===== config.mk =====
export PLATFORM = sky130hd
export DESIGN_NAME = gbc_io_top
export DESIGN_NICKNAME = d
export VERILOG_FILES = /design/src/design/gbc_io_pkg.sv /design/src/design/gbc_io_top.sv /design/src/design/ioreg_decode.sv /design/src/design/ioreg_file.sv /design/src/design/ioreg_readback.sv
export VERILOG_INCLUDE_DIRS = /design/src /design/src/include
export SDC_FILE = /design/constraint.sdc
export NUM_CORES = 1
export LEC_CHECK = 0
export BUFFER_PORTS_ARGS = -buffer_cell sky130_fd_sc_hd__buf_4
export CAP_MARGIN = 10
export CORE_UTILIZATION = 50
export DETAILED_ROUTE_END_ITERATION = 12
export GPL_ROUTABILITY_DRIVEN = 0
export HOLD_SLACK_MARGIN = 0.05
export PLACE_DENSITY = 0.68
export SLEW_MARGIN = 25
export SYNTH_ARGS = -nofsm -noshare
export SYNTH_HDL_FRONTEND = slang
export SYNTH_SLANG_ARGS = --single-unit

===== constraint.sdc =====
create_clock -name clock_in -period 3.3 [get_ports clock_in]
set_clock_uncertainty 0.15 [all_clocks]
set_input_delay 0.165 -clock clock_in [delete_from_list [all_inputs] [get_ports clock_in]]
set_output_delay 0.165 -clock clock_in [all_outputs]
set_load 0.005 [all_outputs]

===== src/include/gbc_io_params.svh =====
`ifndef GBC_IO_PARAMS_SVH
`define GBC_IO_PARAMS_SVH

// ==================================================
// I/O page and bank size
// ==================================================
`define GBC_IO_PAGE          8'hFF
`define GBC_NUM_IOREGS       11
`define GBC_OPEN_BUS         8'hFF
`define GBC_HEARTBEAT_BITS   21

// Low address byte of each register, in slot order
`define GBC_ADDR_SB          8'h01
`define GBC_ADDR_SC          8'h02
`define GBC_ADDR_KEY1        8'h4D
`define GBC_ADDR_RP          8'h56
`define GBC_ADDR_FF6C        8'h6C
`define GBC_ADDR_FF72        8'h72
`define GBC_ADDR_FF73        8'h73
`define GBC_ADDR_FF74        8'h74
`define GBC_ADDR_FF75        8'h75
`define GBC_ADDR_FF76        8'h76
`define GBC_ADDR_FF77        8'h77

// ==================================================
// Reset values
// ==================================================
`define GBC_RST_SB           8'h00
`define GBC_RST_SC           8'h7C
`define GBC_RST_KEY1         8'hFD
`define GBC_RST_RP           8'h3E
`define GBC_RST_FF6C         8'hFE
`define GBC_RST_FF72         8'h00
`define GBC_RST_FF73         8'h00
`define GBC_RST_FF74         8'h00
`define GBC_RST_FF75         8'h8F
`define GBC_RST_FF76         8'h00
`define GBC_RST_FF77         8'h00

// Writable bits, a zero mask makes the slot read only
`define GBC_WMASK_SB         8'hFF
`define GBC_WMASK_SC         8'h83
`define GBC_WMASK_KEY1       8'h01
`define GBC_WMASK_RP         8'hC1
`define GBC_WMASK_FF6C       8'h01
`define GBC_WMASK_FF72       8'hFF
`define GBC_WMASK_FF73       8'hFF
`define GBC_WMASK_FF74       8'hFF
`define GBC_WMASK_FF75       8'h70
`define GBC_WMASK_FF76       8'h00
`define GBC_WMASK_FF77       8'h00

`endif


===== src/design/gbc_io_pkg.sv =====
`default_nettype none

`include "gbc_io_params.svh"

package gbc_io_pkg;

   // ==================================================
   // Slot numbering
   // ==================================================

   // One extra value past the bank selects the heartbeat
   typedef logic [$clog2(`GBC_NUM_IOREGS + 1)-1:0] reg_idx_t;

   // ==================================================
   // Bus and decoded access
   // ==================================================

   // CPU side request with active-low strobes
   typedef struct packed {
      logic [15:0] addr;
      logic [7:0]  wdata;
      logic        we_l;
      logic        re_l;
   } io_bus_t;

   // Request after address match
   typedef struct packed {
      reg_idx_t    slot;
      logic        write;
      logic        read;
      logic        hit;
      logic [7:0]  wdata;
   } reg_access_t;

   // Whole bank, slot 0 in the low byte
   typedef logic [`GBC_NUM_IOREGS-1:0][7:0] reg_bank_t;

endpackage

`default_nettype wire


===== src/design/gbc_io_top.sv =====
`default_nettype none

`include "gbc_io_params.svh"

module gbc_io_top #(
   parameter int HEARTBEAT_BITS = `GBC_HEARTBEAT_BITS
) (
   input  logic                clock_in,
   input  logic                synch_reset,
   input  gbc_io_pkg::io_bus_t bus,
   input  logic [7:0]          debug_select,
   output logic [7:0]          read_data,
   output logic                read_valid,
   output logic [7:0]          debug_value
);

   gbc_io_pkg::reg_access_t access;
   gbc_io_pkg::reg_bank_t   bank;
   logic [7:0]              heartbeat;

   // ==================================================
   // Address match
   // ==================================================
   ioreg_decode decode0 (
      .bus    (bus),
      .access (access)
   );

   // Bank update and heartbeat
   ioreg_file #(
      .HEARTBEAT_BITS (HEARTBEAT_BITS)
   ) regs0 (
      .clock_in    (clock_in),
      .synch_reset (synch_reset),
      .access      (access),
      .bank        (bank),
      .heartbeat   (heartbeat)
   );

   // ==================================================
   // Read data and debug view
   // ==================================================
   ioreg_readback readback0 (
      .clock_in     (clock_in),
      .synch_reset  (synch_reset),
      .access       (access),
      .bank         (bank),
      .heartbeat    (heartbeat),
      .debug_select (debug_select),
      .read_data    (read_data),
      .read_valid   (read_valid),
      .debug_value  (debug_value)
   );

endmodule

`default_nettype wire


===== src/design/ioreg_decode.sv =====
`default_nettype none

`include "gbc_io_params.svh"

module ioreg_decode (
   input  gbc_io_pkg::io_bus_t     bus,
   output gbc_io_pkg::reg_access_t access
);

   // Low address bytes, slot 0 rightmost
   localparam logic [`GBC_NUM_IOREGS-1:0][7:0] ADDR_TABLE = {
      `GBC_ADDR_FF77,
      `GBC_ADDR_FF76,
      `GBC_ADDR_FF75,
      `GBC_ADDR_FF74,
      `GBC_ADDR_FF73,
      `GBC_ADDR_FF72,
      `GBC_ADDR_FF6C,
      `GBC_ADDR_RP,
      `GBC_ADDR_KEY1,
      `GBC_ADDR_SC,
      `GBC_ADDR_SB
   };

   logic page_match;
   logic both_low;

   assign page_match = (bus.addr[15:8] == `GBC_IO_PAGE);

   // Both strobes low at once is not a valid cycle
   assign both_low = !bus.we_l && !bus.re_l;

   always_comb begin
      access       = '0;
      access.wdata = bus.wdata;
      access.write = !bus.we_l && !both_low;
      access.read  = !bus.re_l && !both_low;

      // Flags stay set on a miss so the read still returns open bus
      if (page_match) begin
         for (int i = 0; i < `GBC_NUM_IOREGS; i++) begin
            if (bus.addr[7:0] == ADDR_TABLE[i]) begin
               access.hit  = 1'b1;
               access.slot = gbc_io_pkg::reg_idx_t'(i);
            end
         end
      end
   end

endmodule

`default_nettype wire


===== src/design/ioreg_file.sv =====
`default_nettype none

`include "gbc_io_params.svh"

module ioreg_file #(
   parameter int HEARTBEAT_BITS = `GBC_HEARTBEAT_BITS
) (
   input  logic                    clock_in,
   input  logic                    synch_reset,
   input  gbc_io_pkg::reg_access_t access,
   output gbc_io_pkg::reg_bank_t   bank,
   output logic [7:0]              heartbeat
);

   // ==================================================
   // Per slot reset values and writable masks
   // ==================================================
   localparam gbc_io_pkg::reg_bank_t RST_VALUES = {
      `GBC_RST_FF77,
      `GBC_RST_FF76,
      `GBC_RST_FF75,
      `GBC_RST_FF74,
      `GBC_RST_FF73,
      `GBC_RST_FF72,
      `GBC_RST_FF6C,
      `GBC_RST_RP,
      `GBC_RST_KEY1,
      `GBC_RST_SC,
      `GBC_RST_SB
   };

   localparam gbc_io_pkg::reg_bank_t WMASK_VALUES = {
      `GBC_WMASK_FF77,
      `GBC_WMASK_FF76,
      `GBC_WMASK_FF75,
      `GBC_WMASK_FF74,
      `GBC_WMASK_FF73,
      `GBC_WMASK_FF72,
      `GBC_WMASK_FF6C,
      `GBC_WMASK_RP,
      `GBC_WMASK_KEY1,
      `GBC_WMASK_SC,
      `GBC_WMASK_SB
   };

   logic [HEARTBEAT_BITS-1:0] prescale;
   logic [7:0]                slot_mask;
   logic [7:0]                write_value;

   // Fixed bits keep their reset value
   assign slot_mask   = WMASK_VALUES[access.slot];
   assign write_value = (RST_VALUES[access.slot] & ~slot_mask)
                      | (access.wdata & slot_mask);

   // ==================================================
   // Register bank
   // ==================================================
   always_ff @(posedge clock_in) begin
      if (synch_reset) begin
         bank <= RST_VALUES;
      end else if (access.write && access.hit) begin
         bank[access.slot] <= write_value;
      end
   end

   // Heartbeat steps when the prescaler rolls over
   always_ff @(posedge clock_in) begin
      if (synch_reset) begin
         prescale  <= '0;
         heartbeat <= 8'h00;
      end else begin
         prescale <= prescale + 1'b1;
         if (prescale == '1) begin
            heartbeat <= heartbeat + 8'd1;
         end
      end
   end

endmodule

`default_nettype wire


===== src/design/ioreg_readback.sv =====
`default_nettype none

`include "gbc_io_params.svh"

module ioreg_readback (
   input  logic                    clock_in,
   input  logic                    synch_reset,
   input  gbc_io_pkg::reg_access_t access,
   input  gbc_io_pkg::reg_bank_t   bank,
   input  logic [7:0]              heartbeat,
   input  logic [7:0]              debug_select,
   output logic [7:0]              read_data,
   output logic                    read_valid,
   output logic [7:0]              debug_value
);

   logic [7:0] read_next;
   logic [7:0] debug_next;

   // ==================================================
   // Bus readback
   // ==================================================

   // Unmapped addresses float high like an open bus
   assign read_next = access.hit ? bank[access.slot] : `GBC_OPEN_BUS;

   always_ff @(posedge clock_in) begin
      if (synch_reset) begin
         read_valid <= 1'b0;
         read_data  <= 8'h00;
      end else begin
         read_valid <= access.read;
         if (access.read) begin
            read_data <= read_next;
         end
      end
   end

   // ==================================================
   // Debug view for the LEDs
   // ==================================================
   always_comb begin
      if (debug_select < 8'(`GBC_NUM_IOREGS)) begin
         debug_next = bank[gbc_io_pkg::reg_idx_t'(debug_select)];
      end else if (debug_select == 8'(`GBC_NUM_IOREGS)) begin
         // Heartbeat sits just past the last bank slot
         debug_next = heartbeat;
      end else begin
         debug_next = 8'h00;
      end
   end

   always_ff @(posedge clock_in) begin
      if (synch_reset) begin
         debug_value <= 8'h00;
      end else begin
         debug_value <= debug_next;
      end
   end

endmodule

`default_nettype wire


== After elaboration in Yosys (flattened, before gate mapping) ==
Memories as Yosys holds them, arrays and structs flattened.
Cells that the tools add are included.

* Flip-flop bits (word level): 134
* Input bits: 36
* Output and inout port bits: 17
* Memories: 2
* ROM bits: 256

{| class="wikitable"
|+ Memories
! name !! words !! width !! read ports !! clocked after memory_dff !! wr ports !! RTL line !! source
|-
| (name not given) || 16 || 8 || 1 || 0 || 0 || ioreg_file.sv:51 || <nowiki>assign slot_mask = WMASK_VALUES[access.slot];</nowiki>
|-
| (name not given) || 16 || 8 || 1 || 0 || 0 || ioreg_file.sv:52 || <nowiki>assign write_value = (RST_VALUES[access.slot] & ~slot_mask)</nowiki>
|}

* $lt $le $gt $ge: 4
* Reduce and logical (&&, ||, !) cells: 8
* $add $sub $neg: 2
* Equality and inequality tests: 14
* Bitwise operators: 4
* Muxes and demuxes: 35

{| class="wikitable"
|+ Operators with widths
! cell !! number
|-
| $bwmux 88 || 1
|-
| $eq 8x7->1 const B || 9
|-
| $bmux 8 s4 || 2
|-
| $mux 8 || 8
|-
| $demux 8 s4 || 1
|-
| $add 21x1->21 const B || 1
|-
| $eq 21x21->1 const B || 1
|-
| $and 8x8->8 || 2
|-
| $mux 4 || 4
|-
| $mux 1 || 13
|-
| $mux 3 || 4
|-
| $lt 4x5->1 const B || 2
|-
| $add 8x1->8 const B || 1
|-
| $eq 8x1->1 const B || 1
|-
| $eq 8x2->1 const B || 1
|-
| $eq 8x4->1 const B || 1
|-
| $eq 8x8->1 const B || 1
|-
| $lt 8x4->1 const B || 1
|-
| $not 8->8 || 1
|-
| $or 8x8->8 || 1
|-
| $logic_and 1x1->1 || 5
|-
| $ge 4x1->1 const B || 1
|-
| $mux 2 || 2
|-
| $logic_not 1->1 || 3
|}

== Logic depth before layout (Yosys ltp) ==
* Depth after elaboration: 18
* Depth in mapped cells: 13
* Gate-level depth less buffers: 9

== Hierarchy ==
Synthesis repeated with hierarchy kept, for this count alone.

* Cells, all modules: 782
* Area total of the unflattened synthesis: 7054.3 um^2

{| class="wikitable"
|+ By module, submodules not included
! module !! area each (um^2) !! cells an instance !! times used
|-
| ioreg_file || 4585.6 || 504 || 1
|-
| ioreg_readback || 2120.8 || 233 || 1
|-
| ioreg_decode || 347.8 || 45 || 1
|}

== Least setup slack after synthesis ==
Ideal clock, no wire load.

* Path kind: input port to flip-flop
* From: input bus[11] in the netlist's numbering
* To: register regs0.bank[3] in the netlist's numbering
* Data arrival time: 2.802 ns
* Path buffers: 5
* Cell stages on the path: 13
* Required time: 3.064 ns
* Slack: 0.262 ns
* Cell sequence: buf_4 nor2_1 or4_1 buf_2 a21oi_4 inv_2 buf_2 ha_1 clkbuf_1 or3_1 and3_1 clkbuf_1 a211oi_1

* Word-level cells in the longest chain between the ends: 18

{| class="wikitable"
|+ RTL lines
! what !! RTL line !! source
|-
| from (decl) || gbc_io_top.sv:10 || <nowiki>input gbc_io_pkg::io_bus_t bus,</nowiki>
|-
| $eq 8x2->1 || ioreg_decode.sv:42 || <nowiki>if (bus.addr[7:0] == ADDR_TABLE[i]) begin</nowiki>
|-
| $mux 1 || ioreg_decode.sv:42 ||
|-
| $mux 2 (2 in a row) || ioreg_decode.sv:42 ||
|-
| $mux 3 (4 in a row) || ioreg_decode.sv:42 ||
|-
| $mux 4 (3 in a row) || ioreg_decode.sv:42 ||
|-
| $mux 4 || ioreg_decode.sv:40 || <nowiki>if (page_match) begin</nowiki>
|-
| $mem_v2 16x8 || - ||
|-
| $mux 8 (not written as such) || ioreg_file.sv:51 ||
|-
| $not 8->8 || ioreg_file.sv:52 ||
|-
| $and 8x8->8 || ioreg_file.sv:52 ||
|-
| $or 8x8->8 || ioreg_file.sv:53 || <nowiki>| (access.wdata & slot_mask);</nowiki>
|-
| $bwmux 88 || ioreg_file.sv:62 || <nowiki>bank[access.slot] <= write_value;</nowiki>
|-
| to (signal, indexed assignment) || ioreg_file.sv:62 ||
|-
| to (decl) || ioreg_file.sv:11 || <nowiki>output gbc_io_pkg::reg_bank_t bank,</nowiki>
|}

Several ways; a longest one is shown, not always the timed one. The select of a mux whose other input is x is not followed.
A chain may end at the register's enable or synchronous reset.

== Final worst setup path ==
* From: input bus[17] in the netlist's numbering
* To: register regs0.bank[70] in the netlist's numbering

Same word-level chain as after synthesis.

==> out/summary.json <==
{
  "run_status": "finished clean",
  "finalNetCount": 877,
  "route.vias.total": 6558,
  "mappedNetlistArea_um2": 6993,
  "p_leak_nw": 3.104,
  "synth.yosys.seq_area_share": 0.3836,
  "wire_per_inst_um": 20.31,
  "vias_per_cell": 6.429,
  "synth_warnings": 0,
  "core-area_um2": 13450,
  "post-synth-top-area-fraction": 0.3836,
  "remaining_drc_errors": 0,
  "synth-seq-cells": 134,
  "worst_path_most_repeated_cell": "sky130_fd_sc_hd__buf_4",
  "netlist_instances": 792,
  "syn_nets": 837,
  "final_hold_viol_count": 0,
  "clock_latency_ns": 0.42,
  "max_slew_margin": 0.3848,
  "final.min_clock_period_ns": 2.906,
  "netlist-cell-type-count": 64,
  "route.antenna.remaining_nets": 0,
  "track_usage": 0.2950,
  "antenna_found_initial": 0,
  "max-cap-violations": 0,
  "die_width_um": 120.3,
  "cts-resized-gates": 0,
  "die_height_um": 120.3,
  "achievable-frequency_mhz": 344.1,
  "synth.largest_area_cell": "sky130_fd_sc_hd__dfxtp_1",
  "power.density_nw_per_um2": 446.1,
  "cell_at_the_root_of_the_clock_tree": "sky130_fd_sc_hd__clkbuf_16",
  "totalNegativeSetupSlack_ns": 0,
  "layout-drive-gt1-share": 0.1647,
  "critical_path.cell_chain": "buf_4 > nor3_1 > o2111ai_4 > a21oi_4 > inv_2 > ha_1 > buf_4 > and3_1 > nand2_1 > a21oi_1 > dlygate4sd3_1",
  "gr-usage-met1": 0.3762,
  "gr_met2_demand_resource": 0.4695,
  "num-fill-cells": 1198,
  "num_antenna_cells": 0,
  "critPathMaxStageDelay_ns": 0.58,
  "slew_violations": 0,
  "gr-max-usage-layer": "met2",
  "largest_net_degree_at_the_start_of_global_routing": 65,
  "setup_fix_buffers_added_after_clock_tree_synthesis": 0,
  "reg2reg_setup_slack_ns": 0.90,
  "buffer_ports.inserted": 52,
  "ys.flop_type": "sky130_fd_sc_hd__dfxtp_1",
  "detailed_route_iter0_violations": 624,
  "postSynthAreaPerCell_um2": 8.829,
  "grt_pass1_vias": 6136,
  "cts-htree-levels": 4,
  "netlist_top_cells_count": "sky130_fd_sc_hd__dfxtp_1 (134), sky130_fd_sc_hd__nand2_1 (74), sky130_fd_sc_hd__nor2_1 (57), sky130_fd_sc_hd__a21oi_1 (48)",
  "final_min_period_over_clock_period": 0.8805,
  "timing_worst_setup_path_type": "in2reg",
  "worst_ir_drop_vdd_mv": 0.4002,
  "yosysMostFrequentCell": "sky130_fd_sc_hd__dfxtp_1",
  "clk_path_buf_depth": 2,
  "routed_wl_um": 20720,
  "clock_tree_from_tritoncts": "yes",
  "clock_slew_at_the_register_clock_pins_of_the_worst_setup_and_hold_paths_ns": 0.06,
  "number_of_placed_instances_taps_included": 985,
  "clkSinkCount": 134,
  "floorplan.initialDensity": 0.5198,
  "cpMaxStageDelayCell": "sky130_fd_sc_hd__dlygate4sd3_1",
  "dp.final_hpwl_um": 14440,
  "setup-violations-final": 0,
  "cts_inserted_buffers": 17,
  "netlist_top_cells_area": "sky130_fd_sc_hd__dfxtp_1 (38%), sky130_fd_sc_hd__mux4_2 (5.2%), sky130_fd_sc_hd__mux2i_1 (4.4%)",
  "ioPinCount": 53,
  "wire_length_of_the_first_global_routing_pass_um": 32550,
  "timing_worst_slew_pin_value_ns": 0.8996,
  "timing.critical_path.fanout_max": 20,
  "synth_edf_count": 0,
  "synth-async-reset-ratio": 0,
  "worstSetupStartpointType": "input port",
  "floorplan.rows": 42,
  "hold_wc_path_type": "in2reg",
  "global_route.overflow_total": 0,
  "cp_arrival_ns": 3.06,
  "timing.reg2reg.worst_path_depth": 6,
  "fin_cells": 1020,
  "grtUsageMet3": 0.05142,
  "fp.dieArea_um2": 14460,
  "whs_path_depth": 4,
  "drt_first_pass_iters": 5,
  "grt_setup_unrepaired": "false",
  "timing.critical_path.to_type": "flop",
  "syn2layout_area_growth_pct": 16.03,
  "critical_path_required_ns": 3.46
}
==> metrics by stage <==
step           area (um^2)  setup slack [ns]  hold WS (ns)  utilization  total power [W]
4_1_cts               8114            0.4730       0.05004       0.6031         0.003633
2_1_floorplan         6993            0.2624        0.1510            -         0.001806
3_3_place_gp          7536            0.2506        0.2768       0.5602         0.001894
6_report              8114            0.3942       0.06864       0.6031         0.003620
3_5_place_dp          7536            0.1503        0.2985       0.5602         0.001900
5_1_grt               8114            0.2525       0.07085       0.6031         0.003729
==> power by group <==
part           internal (W)  total, W  switching, W
Combinational     0.0000959  0.000236      0.000140
Sequential          0.00163   0.00164    0.00000721
Clock               0.00103   0.00175      0.000722
==> routing by layer <==
metal / wire, um / part of all wire
met1: 8672 / 0.42
met2: 9621 / 0.46
met3: 1535 / 0.074
met4: 890 / 0.043
met5: 0 / 0
==> placed cells by master (no fill, tap or decap), drive strengths merged, types with 10 or more instances in the layout <==
cell,synthesis,final
buf,22,80
dfxtp,134,134
xor2,16,16
a21oi,50,50
a211oi,23,23
o22ai,14,14
or3,16,16
a31oi,16,16
nand2,75,75
o21ai,50,50
mux4,16,16
and3,16,16
nor2,57,57
mux2i,31,31
clkbuf,41,18
nand3,47,47
inv,13,15
o31ai,10,10
==> path summary, 6_finish.rpt <==
check / endpoint / start
max: regs0.bank[70] / bus[17]
min reg2reg: regs0.prescale[0] / regs0.prescale[0]
min: readback0.debug_value[3] / debug_select[2]
max reg2reg: regs0.heartbeat[7] / regs0.prescale[6]
==> worst max-delay path, delay by kind of cell <==
kind	cells	cell delay (ns)
and+or+nand+nor	3	0.78
buffers and inverters	4	1.12
AOI/OAI and AO/OA	3	0.63
adders and majority gates	1	0.36
==> flip-flops by register name, summed over array words and instances, names as in the netlist <==
signal                 cells
regs0.bank                88
regs0.prescale            21
readback0.debug_value      8
readback0.read_data        8
regs0.heartbeat            8
readback0.read_valid       1
==> final cells by class <==
cell class | count | area (um^2) | area share
clock inverter | 13 | 108.9 | 0.01342
sequential | 134 | 2683 | 0.3306
tap | 176 | 220.2 | 0.02714
clock buffer | 18 | 429.2 | 0.05289
multi-input combinational | 582 | 3984 | 0.4910
inverter | 13 | 48.80 | 0.006014
timing repair buffer | 84 | 640.6 | 0.07895
==> repair_timing <==
action	4_1_cts	5_1_grt
endpoints found under the hold margin	17	0
hold buffers	4	0
endpoints found under the setup margin	0	0
==> cells by family (layout without fill, tap and decap cells) <==
logic type	Yosys count	in the layout	synth area share
flip-flops	134	134	0.3836
multiplexers	47	47	0.09590
buffers and inverters	76	128	0.04670
adder cells (fa/ha/maj)	9	9	0.01610
AO/OA/AOI/OAI	238	238	0.2389
XOR/XNOR	23	23	0.02881
AND/OR/NAND/NOR	265	265	0.1900
Power figures use the tool's default switching activity.
